<file path="src/common/fe6_ctl_pkg.sv">
// Operation kind, coefficient index and Fp2 request tag types
package fe6_ctl_pkg;

  // Fp2 coefficients per Fp6 element
  parameter int NUM_COEFF = 3;

  typedef logic [1:0] coeff_idx_t;

  typedef enum logic {
    OP_ADD = 1'b0,
    OP_SUB = 1'b1
  } fe_op_t;

  // Travels with every Fp2 request and comes back with its result
  typedef struct packed {
    fe_op_t     op;   // Selects the unit operation and the return path
    coeff_idx_t idx;  // Slot in the Fp6 result
  } fe2_tag_t;

endpackage

</file>
<file path="src/common/fe_types_pkg.sv">
// Field element widths and the Fp, Fp2 and Fp6 element types
package fe_types_pkg;

  // Width of one Fp component with the modulus below 2**FP_BITS
  parameter int FP_BITS = 16;

  typedef logic [FP_BITS-1:0] fp_t;

  // Fp2 element c0 + c1*u with c0 in the low half
  typedef struct packed {
    fp_t c1;
    fp_t c0;
  } fe2_t;

  // Fp6 element as three Fp2 coefficients with index 0 in the low bits
  typedef fe2_t [2:0] fe6_t;

endpackage

</file>
<file path="src/fe6_seq/fe6_coeff_gather.sv">
// Result gatherer building one Fp6 element from three indexed Fp2 results
`timescale 1ns/10ps
module fe6_coeff_gather (
  input  logic                    i_clk,
  input  logic                    i_rst,
  input  logic                    i_res_val,
  input  fe_types_pkg::fe2_t      i_res_z,
  input  fe6_ctl_pkg::coeff_idx_t i_res_idx,
  output logic                    o_res_rdy,
  output logic                    o_val,
  output fe_types_pkg::fe6_t      o_dat,
  input  logic                    i_rdy
);
  import fe_types_pkg::*;
  import fe6_ctl_pkg::*;

  localparam coeff_idx_t LAST_IDX = coeff_idx_t'(NUM_COEFF - 1);

  logic res_fire;

  // A finished element blocks new coefficients until it is taken,
  // which backs up the unit and then the issuers
  always_comb begin
    o_res_rdy = ~o_val;
    res_fire  = i_res_val && o_res_rdy;
  end

  // Valid flag
  always_ff @(posedge i_clk) begin
    if (i_rst) begin
      o_val <= 1'b0;
    end else begin
      if (o_val && i_rdy) o_val <= 1'b0;
      if (res_fire && (i_res_idx == LAST_IDX)) o_val <= 1'b1;  // Element complete
    end
  end

  // Coefficient slots
  always_ff @(posedge i_clk) begin
    if (res_fire && (i_res_idx <= LAST_IDX)) begin
      o_dat[i_res_idx] <= i_res_z;
    end
  end

endmodule

</file>
<file path="src/fe6_seq/fe6_coeff_issue.sv">
// Coefficient issuer splitting one Fp6 operand pair into three tagged Fp2 requests
`timescale 1ns/10ps
module fe6_coeff_issue #(
  parameter fe6_ctl_pkg::fe_op_t OP = fe6_ctl_pkg::OP_ADD
) (
  input  logic                  i_clk,
  input  logic                  i_rst,
  input  logic                  i_val,
  input  fe_types_pkg::fe6_t    i_a,
  input  fe_types_pkg::fe6_t    i_b,
  output logic                  o_rdy,
  output logic                  o_req_val,
  output fe_types_pkg::fe2_t    o_req_x,
  output fe_types_pkg::fe2_t    o_req_y,
  output fe6_ctl_pkg::fe2_tag_t o_req_tag,
  input  logic                  i_req_rdy
);
  import fe_types_pkg::*;
  import fe6_ctl_pkg::*;

  localparam coeff_idx_t LAST_IDX = coeff_idx_t'(NUM_COEFF - 1);

  coeff_idx_t cnt;       // Coefficient currently offered
  logic       req_fire;

  // Operands stay on the input until the last pair is taken
  always_comb begin
    o_req_val     = i_val;
    o_req_x       = i_a[cnt];
    o_req_y       = i_b[cnt];
    o_req_tag.op  = OP;
    o_req_tag.idx = cnt;
    req_fire      = o_req_val && i_req_rdy;
    o_rdy         = req_fire && (cnt == LAST_IDX);  // Accept with the last pair
  end

  always_ff @(posedge i_clk) begin
    if (i_rst) begin
      cnt <= '0;
    end else if (req_fire) begin
      if (cnt == LAST_IDX) cnt <= '0;
      else cnt <= cnt + coeff_idx_t'(1);
    end
  end

endmodule

</file>
<file path="src/hdl/fe2_op_arbiter.sv">
// Round-robin arbiter sharing the Fp2 unit, with results returned by tag
`timescale 1ns/10ps
module fe2_op_arbiter (
  input  logic                    i_clk,
  input  logic                    i_rst,
  input  logic                    i_add_req_val,
  input  fe_types_pkg::fe2_t      i_add_req_x,
  input  fe_types_pkg::fe2_t      i_add_req_y,
  input  fe6_ctl_pkg::fe2_tag_t   i_add_req_tag,
  output logic                    o_add_req_rdy,
  input  logic                    i_sub_req_val,
  input  fe_types_pkg::fe2_t      i_sub_req_x,
  input  fe_types_pkg::fe2_t      i_sub_req_y,
  input  fe6_ctl_pkg::fe2_tag_t   i_sub_req_tag,
  output logic                    o_sub_req_rdy,
  output logic                    o_unit_val,
  output fe_types_pkg::fe2_t      o_unit_x,
  output fe_types_pkg::fe2_t      o_unit_y,
  output fe6_ctl_pkg::fe2_tag_t   o_unit_tag,
  input  logic                    i_unit_rdy,
  input  logic                    i_unit_val,
  input  fe_types_pkg::fe2_t      i_unit_z,
  input  fe6_ctl_pkg::fe2_tag_t   i_unit_tag,
  output logic                    o_unit_rdy,
  output logic                    o_add_res_val,
  output fe_types_pkg::fe2_t      o_add_res_z,
  output fe6_ctl_pkg::coeff_idx_t o_add_res_idx,
  input  logic                    i_add_res_rdy,
  output logic                    o_sub_res_val,
  output fe_types_pkg::fe2_t      o_sub_res_z,
  output fe6_ctl_pkg::coeff_idx_t o_sub_res_idx,
  input  logic                    i_sub_res_rdy
);
  import fe_types_pkg::*;
  import fe6_ctl_pkg::*;

  logic prio_sub;   // Sub wins the next tie
  logic hold;       // Unit stalled last cycle so the grant stays put
  logic hold_sub;
  logic gnt_sub;
  logic res_sub;

  always_comb begin
    if (hold) gnt_sub = hold_sub;
    else if (i_add_req_val && i_sub_req_val) gnt_sub = prio_sub;
    else gnt_sub = i_sub_req_val;

    o_unit_val    = gnt_sub ? i_sub_req_val : i_add_req_val;
    o_unit_x      = gnt_sub ? i_sub_req_x   : i_add_req_x;
    o_unit_y      = gnt_sub ? i_sub_req_y   : i_add_req_y;
    o_unit_tag    = gnt_sub ? i_sub_req_tag : i_add_req_tag;
    o_add_req_rdy = ~gnt_sub && i_unit_rdy;
    o_sub_req_rdy = gnt_sub && i_unit_rdy;

    // Return path picked by the operation bit of the result tag
    res_sub       = (i_unit_tag.op == OP_SUB);
    o_add_res_val = i_unit_val && ~res_sub;
    o_sub_res_val = i_unit_val && res_sub;
    o_add_res_z   = i_unit_z;
    o_sub_res_z   = i_unit_z;
    o_add_res_idx = i_unit_tag.idx;
    o_sub_res_idx = i_unit_tag.idx;
    o_unit_rdy    = res_sub ? i_sub_res_rdy : i_add_res_rdy;
  end

  always_ff @(posedge i_clk) begin
    if (i_rst) begin
      prio_sub <= 1'b0;
      hold     <= 1'b0;
      hold_sub <= 1'b0;
    end else begin
      hold     <= o_unit_val && ~i_unit_rdy;
      hold_sub <= gnt_sub;
      if (o_unit_val && i_unit_rdy) prio_sub <= ~gnt_sub;  // Other side next
    end
  end

endmodule

</file>
<file path="src/hdl/fe6_addsub_top.sv">
// Fp6 add and sub top level with two issue/gather paths sharing one Fp2 unit
`timescale 1ns/10ps
module fe6_addsub_top #(
  parameter int unsigned P_MOD = 65521
) (
  input  logic               i_clk,
  input  logic               i_rst,
  input  logic               i_add_val,
  input  fe_types_pkg::fe6_t i_add_a,
  input  fe_types_pkg::fe6_t i_add_b,
  output logic               o_add_rdy,
  output logic               o_add_val,
  output fe_types_pkg::fe6_t o_add_sum,
  input  logic               i_add_rdy,
  input  logic               i_sub_val,
  input  fe_types_pkg::fe6_t i_sub_a,
  input  fe_types_pkg::fe6_t i_sub_b,
  output logic               o_sub_rdy,
  output logic               o_sub_val,
  output fe_types_pkg::fe6_t o_sub_diff,
  input  logic               i_sub_rdy
);
  import fe_types_pkg::*;
  import fe6_ctl_pkg::*;

  // Issuer requests
  logic       add_req_val, add_req_rdy, sub_req_val, sub_req_rdy;
  fe2_t       add_req_x, add_req_y, sub_req_x, sub_req_y;
  fe2_tag_t   add_req_tag, sub_req_tag;

  // Shared unit in and out
  logic       unit_in_val, unit_in_rdy, unit_out_val, unit_out_rdy;
  fe2_t       unit_x, unit_y, unit_z;
  fe2_tag_t   unit_in_tag, unit_out_tag;

  // Routed results
  logic       add_res_val, add_res_rdy, sub_res_val, sub_res_rdy;
  fe2_t       add_res_z, sub_res_z;
  coeff_idx_t add_res_idx, sub_res_idx;

  fe6_coeff_issue #(.OP(OP_ADD)) u_add_issue (
    .i_clk(i_clk), .i_rst(i_rst),
    .i_val(i_add_val), .i_a(i_add_a), .i_b(i_add_b), .o_rdy(o_add_rdy),
    .o_req_val(add_req_val), .o_req_x(add_req_x), .o_req_y(add_req_y),
    .o_req_tag(add_req_tag), .i_req_rdy(add_req_rdy)
  );

  fe6_coeff_issue #(.OP(OP_SUB)) u_sub_issue (
    .i_clk(i_clk), .i_rst(i_rst),
    .i_val(i_sub_val), .i_a(i_sub_a), .i_b(i_sub_b), .o_rdy(o_sub_rdy),
    .o_req_val(sub_req_val), .o_req_x(sub_req_x), .o_req_y(sub_req_y),
    .o_req_tag(sub_req_tag), .i_req_rdy(sub_req_rdy)
  );

  fe2_op_arbiter u_arbiter (
    .i_clk(i_clk), .i_rst(i_rst),
    .i_add_req_val(add_req_val), .i_add_req_x(add_req_x), .i_add_req_y(add_req_y),
    .i_add_req_tag(add_req_tag), .o_add_req_rdy(add_req_rdy),
    .i_sub_req_val(sub_req_val), .i_sub_req_x(sub_req_x), .i_sub_req_y(sub_req_y),
    .i_sub_req_tag(sub_req_tag), .o_sub_req_rdy(sub_req_rdy),
    .o_unit_val(unit_in_val), .o_unit_x(unit_x), .o_unit_y(unit_y),
    .o_unit_tag(unit_in_tag), .i_unit_rdy(unit_in_rdy),
    .i_unit_val(unit_out_val), .i_unit_z(unit_z), .i_unit_tag(unit_out_tag),
    .o_unit_rdy(unit_out_rdy),
    .o_add_res_val(add_res_val), .o_add_res_z(add_res_z), .o_add_res_idx(add_res_idx),
    .i_add_res_rdy(add_res_rdy),
    .o_sub_res_val(sub_res_val), .o_sub_res_z(sub_res_z), .o_sub_res_idx(sub_res_idx),
    .i_sub_res_rdy(sub_res_rdy)
  );

  fp2_modular_addsub #(.P_MOD(P_MOD)) u_fp2_unit (
    .i_clk(i_clk), .i_rst(i_rst),
    .i_val(unit_in_val), .i_x(unit_x), .i_y(unit_y), .i_tag(unit_in_tag),
    .o_rdy(unit_in_rdy),
    .o_val(unit_out_val), .o_z(unit_z), .o_tag(unit_out_tag), .i_rdy(unit_out_rdy)
  );

  fe6_coeff_gather u_add_gather (
    .i_clk(i_clk), .i_rst(i_rst),
    .i_res_val(add_res_val), .i_res_z(add_res_z), .i_res_idx(add_res_idx),
    .o_res_rdy(add_res_rdy),
    .o_val(o_add_val), .o_dat(o_add_sum), .i_rdy(i_add_rdy)
  );

  fe6_coeff_gather u_sub_gather (
    .i_clk(i_clk), .i_rst(i_rst),
    .i_res_val(sub_res_val), .i_res_z(sub_res_z), .i_res_idx(sub_res_idx),
    .o_res_rdy(sub_res_rdy),
    .o_val(o_sub_val), .o_dat(o_sub_diff), .i_rdy(i_sub_rdy)
  );

endmodule

</file>
<file path="src/hdl/fp2_modular_addsub.sv">
// Fp2 modular add or subtract unit, one register stage with tag pass-through
`timescale 1ns/10ps
module fp2_modular_addsub #(
  parameter int unsigned P_MOD = 65521
) (
  input  logic                  i_clk,
  input  logic                  i_rst,
  input  logic                  i_val,
  input  fe_types_pkg::fe2_t    i_x,
  input  fe_types_pkg::fe2_t    i_y,
  input  fe6_ctl_pkg::fe2_tag_t i_tag,
  output logic                  o_rdy,
  output logic                  o_val,
  output fe_types_pkg::fe2_t    o_z,
  output fe6_ctl_pkg::fe2_tag_t o_tag,
  input  logic                  i_rdy
);
  import fe_types_pkg::*;
  import fe6_ctl_pkg::*;

  localparam logic [FP_BITS:0] MOD_EXT = (FP_BITS + 1)'(P_MOD);

  logic is_sub;
  fe2_t z_next;

  // One component with operands below P_MOD
  function automatic fp_t fp_addsub(input fp_t x, input fp_t y, input logic sub);
    logic [FP_BITS:0] sum;
    logic [FP_BITS:0] dif;
    sum = {1'b0, x} + {1'b0, y};
    dif = {1'b0, x} - {1'b0, y};
    if (sub) begin
      return dif[FP_BITS] ? fp_t'(dif + MOD_EXT) : fp_t'(dif);  // Borrow wraps by P
    end
    return (sum >= MOD_EXT) ? fp_t'(sum - MOD_EXT) : fp_t'(sum);
  endfunction

  always_comb begin
    is_sub    = (i_tag.op == OP_SUB);
    z_next.c0 = fp_addsub(i_x.c0, i_y.c0, is_sub);
    z_next.c1 = fp_addsub(i_x.c1, i_y.c1, is_sub);
    o_rdy     = ~o_val || i_rdy;  // Empty or draining this cycle
  end

  always_ff @(posedge i_clk) begin
    if (i_rst) begin
      o_val <= 1'b0;
    end else if (o_rdy) begin
      o_val <= i_val;
    end
  end

  always_ff @(posedge i_clk) begin
    if (i_val && o_rdy) begin
      o_z   <= z_next;
      o_tag <= i_tag;
    end
  end

endmodule

</file>
<file path="config.mk">
export PLATFORM = sky130hd
export DESIGN_NAME = fe6_addsub_top
export DESIGN_NICKNAME = d
export VERILOG_FILES = /design/src/common/fe6_ctl_pkg.sv /design/src/common/fe_types_pkg.sv /design/src/fe6_seq/fe6_coeff_gather.sv /design/src/fe6_seq/fe6_coeff_issue.sv /design/src/hdl/fe2_op_arbiter.sv /design/src/hdl/fe6_addsub_top.sv /design/src/hdl/fp2_modular_addsub.sv
export SDC_FILE = /design/constraint.sdc
export NUM_CORES = 1
export LEC_CHECK = 0
export BUFFER_PORTS_ARGS = -buffer_cell sky130_fd_sc_hd__buf_2
export CORE_AREA = 2 2 226 228
export CTS_CLUSTER_SIZE = 12
export DETAILED_ROUTE_END_ITERATION = 10
export DIE_AREA = 0 0 228 230
export PLACE_DENSITY = 0.68
export REMOVE_ABC_BUFFERS = 1
export SLEW_MARGIN = 20
export SYNTH_ARGS = -nofsm -noshare
export SYNTH_HDL_FRONTEND = slang
export SYNTH_SLANG_ARGS = --single-unit
</file>
<file path="constraint.sdc">
create_clock -name i_clk -period 7.1 [get_ports i_clk]
set_input_delay 1.065 -clock i_clk [delete_from_list [all_inputs] [get_ports i_clk]]
set_output_delay 1.065 -clock i_clk [all_outputs]
set_load 0.01 [all_outputs]
</file>
Word-level counts from Yosys, hierarchy flattened --
Index checks and enable logic that the tools add are counted.
Operators by class: bitwise gates (word level) 6, multiplexer cells 34, eq/ne operators 3, $add $sub $neg 10, magnitude comparators 7, reduce and logical (&&, ||, !) cells 23
Operators by type and width (count):
- 32-bit binary-select mux with 2-bit select | 4
- 32-bit two-way mux | 7
- 96-bit bitwise mux | 2
- 16-bit two-way mux | 8
- 32-bit demux with 2-bit select | 1
- 16-bit by 16-bit adder with 17-bit output | 2
- 17-bit by 16-bit >= comparator with 1-bit output, second input constant | 2
- 16-bit by 16-bit subtractor with 17-bit output | 2
- 16-bit adder, second input constant | 2
- 16-bit subtractor, second input constant | 2
- 1-bit logical AND | 20
- 2-bit by 3-bit less-than comparator with 1-bit output, second input constant | 3
- 1-bit two-way mux | 9
- 2-bit equality test, second input constant | 3
- 1-bit inverter | 6
- 2-bit by 1-bit adder with 2-bit output, second input constant | 2
- 2-bit two-way mux | 2
- 2-bit nonzero test | 2
- 3-bit two-way mux | 1
- 2-bit by 1-bit >= comparator with 1-bit output, second input constant | 1
- 2-bit <= comparator, second input constant | 1
- 1-bit logical OR | 1
Word-level totals: output and inout port bits 196, flip-flop bits (word level) 237, input bits 390, word-level logic and storage cells 107

Longest topological paths before layout --
word-level depth 9, gate-level depth with buffers 24, depth with buffers taken out 18

Hierarchy --
From an unflattened synthesis, not the netlist that was laid out.
Second synthesis, totals: cells, all modules 1509, area total of the unflattened synthesis 16827.4 µm²
By module, submodules not included:
- fp2_modular_addsub | seq. area each 1071.0 µm², cells an instance 814, area an instance 6369.9 µm², times used 1
- fe6_coeff_gather | seq. area each 2902.8 µm², cells an instance 103, area an instance 2960.3 µm², times used 2
- fe6_coeff_issue | seq. area each 40.0 µm², cells an instance 163, area an instance 1498.9 µm², times used 2
- fe2_op_arbiter | seq. area each 60.1 µm², cells an instance 163, area an instance 1539.0 µm², times used 1

Least setup slack after synthesis --
OpenSTA, ideal clock, no wires.
path type input -> register, from input i_sub_val, to register u_fp2_unit.o_z[19] in the netlist's numbering, data pin, cell stages on the path 21, buffers on the path 5, path slack 1.090 ns, data required time 6.846 ns, setup time 0.254 ns, arrival 5.756 ns, cells stage by stage nor2b_1 a22oi_4 inv_2 buf_2 clkbuf_1 buf_1 buf_1 a21oi_1 ha_1 clkbuf_1 inv_1 nor2_1 nor3_1 a21oi_1 o311ai_0 or4_4 or4b_4 nor4_4 o2111ai_1 xnor2_1 a21o_1
RTL lines:
- from (decl) | RTL line fe6_addsub_top.sv:15 | input logic i_sub_val,
- to (signal assigned) | RTL line fp2_modular_addsub.sv:55 | o_z <= z_next;
- to (decl) | RTL line fp2_modular_addsub.sv:14 | output fe_types_pkg::fe2_t o_z,

==> results.tsv <==
stage	metric	value	unit
worst_hold_path	Hold Crit Start	u_arbiter.prio_sub	
final_layout	final core area utilization	0.422	
clock_network	CTS root buf	clkbuf_16	
power	Worst VDD drop	0.152	mV
global_route	Tot GR Track Use	0.207	
worst_hold_path	hold crit path type	register to register	
die	I/O Pins	586	
sta	crit share post-route	0.842	
clock_network	CTS tree	done	
sta	hold slack	555	ps
setup_path	startpoint type of the worst setup path	register	
detailed_routing	ANT nets after route	0	
sta	final setup TNS	0	ps
worst_hold_path	WHS Path Cells	2	
detailed_routing	drt total wl	57700	um
setup_path	Reg2Reg Depth	17	
synth	FF+latch count, synth	237	
detailed_routing	DRT iter0 DRCs	1204	
detailed_routing	wire per inst	19.8	um
global_route	number of global-route vias before repair	15100	
setup_path	CP Data Required Time	7440	ps
die	Die X	228	um
final_layout	Post-Layout Cell Count	2921	
synth	Post-Synth Simple-Gate Area	0.149	
clock_network	worst skew pair latency	510	ps
clock_network	# clock sinks	237	
die	Initial Util	0.334	
die	die area	52400	um^2
power	Pleak	0.00840	uW
sta	final setup fails	0	
setup_path	RR Endpoint	u_fp2_unit.o_z[12]	
die	Die Ht	230	um
final_layout	commonest non-fill, non-tap cell in the layout	buf_2	
placed_design	IO Port Bufs	585	
final_layout	antenna cells	0	
setup_path	R2R Setup Slk	1120	ps
setup_path	Critical Path AT	6330	ps
placed_design	routability cong.	0.926	
setup_path	critical path's largest stage delay	990	ps
final_layout	Final #Nets	2698	
final_layout	area grow syn2layout	26.5	%
worst_hold_path	Worst Hold End	u_arbiter.prio_sub	
clock_network	CTS Buf Count	24	
global_route	initial antenna violation count	1	
sta	clock skew	13.3	ps
synth	Syn Inst Count	1705	
synth	adder-cell area share of the yosys netlist	0.0546	
synth	Async SR Flop Fraction	0	
global_route	grt total ovfl	0	
die	Core ar.	49900	um^2
synth	mux share of post-synthesis cell area	0.0874	
detailed_routing	Post-route DRC	0	
final_layout	FF/Latch Area	7030	um^2
synth	Avg Inst Size Synth	9.75	um^2
synth	Post-synth EDFFs	227	
clock_network	Max clock buf depth	3	
sta	Slew Viols, Final	0	
status	status	complete, no violations	
sta	maximum clock frequency	167	MHz
clock_network	Post-CTS Hold Buffers	0	
synth	mapped cell area	16600	um^2
detailed_routing	Vias	15700	
die	# rows	82	
setup_path	R2R Path Start	u_sub_issue.cnt[0]	
sta	worst setup margin	1120	ps
power	pwr dens	263	nW/um^2
clock_network	Clock Pin Slew Worst Setup and Hold Paths	60	ps
placed_design	dpl hpwl	44400	um
setup_path	crit-path cells	buf_4 -> mux2i_1 -> nor2_1 -> a21oi_1 -> a21oi_1 -> ha_1 -> inv_1 -> o21bai_1 -> a221oi_1 -> o31a_1 -> o21ai_0 -> xor2_1 -> nand3_1 -> nor4bb_1 -> a22oi_4 -> or3_1 -> a31oi_1	
setup_path	Crit Path Class	register to register	
synth	Netlist cell types	94	
sta	Max-Slew Margin vs Limit	0.316	
final_layout	layout cells sized above 1	0.309	
setup_path	cell mode on critical path	a21oi_1	
synth	yosys warns	0	
final_layout	commonest cells after routing, fill and taps aside	585 x buf_2, 227 x edfxtp_1, 144 x nor2_1	
sta	RSZ-0062 raised after global routing	false	
detailed_routing	first drt pass iteration count	5	
flow_run	MaxCap Viol Count	0	
sta	Final Critical Period	5980	ps
synth	register area share after synthesis	0.422	
final_layout	fillers	4771	
setup_path	Slowest-stage cell, CP	dfxtp_4	
clock_network	post_cts resized	0	
clock_network	Setup Fix Bufs, Post-CTS	0	
global_route	pin count of the biggest net entering global routing	73	
sta	Worst Tran Pin Value	1030	ps
synth	largest family of logic cells by synthesized area	compound AO/OA/AOI/OAI gates	
detailed_routing	post-DR vias/cell	5.36	
global_route	first-pass GRT wire length	85900	um
setup_path	Crit Path Max Fanout	49	
synth	Compound-Gate Fraction of Synth Area	0.202	
final_layout	area of the multi-input gates	8980	um^2
sta	Hold Fails Final Rpt	0	
synth	Post-synth top flop	edfxtp_1	
setup_path	Worst setup EP type	register	
placed_design	Placed Instances	2880	
placed_design	dpl ws	916	ps
clock_network	H-tree depth	1	
synth	Post-Synth XOR/XNOR Area	0.0432	
## layout make-up
type	count	area share
clock buffers	34	0.0314
inverters	73	0.0133
well taps	672	0.0400
clock inverters	3	0.000892
repair buffers	608	0.153
flip-flops and latches	237	0.334
multi-input cells	1294	0.427
## where the power goes
part / switching [uW] / leakage, uW / internal (uW) / total [uW]
logic: 1480 / 0.00591 / 929 / 2410
registers: 182 / 0.00216 / 1810 / 2000
clock network: 479 / 0.000328 / 640 / 1120
## synthesized netlist by cell type (19+ instances only)
cell type  number  share of area
a31oi_1        19         0.0071
o211ai_1       47          0.021
a21o_1         19         0.0086
xnor2_1        58          0.031
o21a_1         38          0.017
nor3_1         44          0.013
edfxtp_1      227           0.41
a21oi_1       135          0.041
mux2i_1       139          0.084
o21ai_0        74          0.022
nand2b_1       23         0.0087
a211oi_1       42          0.019
nand3_1        36          0.011
xor2_1         24          0.013
clkbuf_1       70          0.016
ha_1           70          0.053
nor2_1        148          0.033
nand2_1       124          0.028
inv_1          70          0.016
buf_1          21         0.0047
## worst max path at each step
| stage | start | cells after the start | to | slack [ps] |
|---|---|---|---|---|
| after floorplan | u_sub_issue.cnt[0] | 15 | u_fp2_unit.o_z[28] | -1220 |
| after detailed placement | i_sub_val | 17 | u_fp2_unit.o_z[12] | 920 |
| after CTS | u_sub_issue.cnt[0] | 17 | u_fp2_unit.o_z[12] | 1180 |
| after global placement | i_sub_val | 17 | u_fp2_unit.o_z[19] | 1000 |
| after global routing | u_sub_issue.cnt[0] | 17 | u_fp2_unit.o_z[12] | 810 |
| final | u_sub_issue.cnt[0] | 17 | u_fp2_unit.o_z[12] | 1120 |
## cell families (layout without fill, tap and decap cells)
family | count (synthesis) | count (layout)
XOR/XNOR | 82 | 82
flip-flops | 237 | 237
buffers and inverters | 174 | 718
AND/OR/NAND/NOR | 501 | 501
AO/OA/AOI/OAI | 494 | 494
adder cells (fa/ha/maj) | 73 | 73
multiplexers | 144 | 144
## worst max-delay path, delay by kind of cell, from the launching register on
kind / cells / cell delay (ps)
and+or+nand+nor: 4 / 1230
muxes: 1 / 230
xor gates and xnor gates: 1 / 470
adders and majority gates: 1 / 580
AOI/OAI and AO/OA: 8 / 1560
DFF: 1 / 990
buffers and inverters: 2 / 720
## routing by layer
metal	global-route usage	vias up	wire (um)
li1	-	7449	-
met1	0.281	7434	25600
met2	0.350	717	27100
met3	0.0229	71	3810
met4	0.0578	0	1280
met5	0	-	0
## state kept, by name, summed over array words and instances, names as in the netlist
| signal | flops |
|---|---|
| u_fp2_unit.o_val | 1 |
| u_arbiter.prio_sub | 1 |
| u_sub_gather.o_dat | 96 |
| u_fp2_unit.o_tag | 3 |
| u_add_gather.o_val | 1 |
| u_sub_gather.o_val | 1 |
| u_sub_issue.cnt | 2 |
| u_arbiter.hold | 1 |
| u_add_gather.o_dat | 96 |
| u_add_issue.cnt | 2 |
| u_fp2_unit.o_z | 32 |
| u_arbiter.hold_sub | 1 |
## per-stage QoR
stage,power (uW),instance area [um^2]
final,5520,21000
after global routing,5840,21000
after CTS,5500,20900
after detailed placement,4380,20200
after global placement,4340,20200
after floorplan,3610,16200
(Power assumes the default switching activity.)
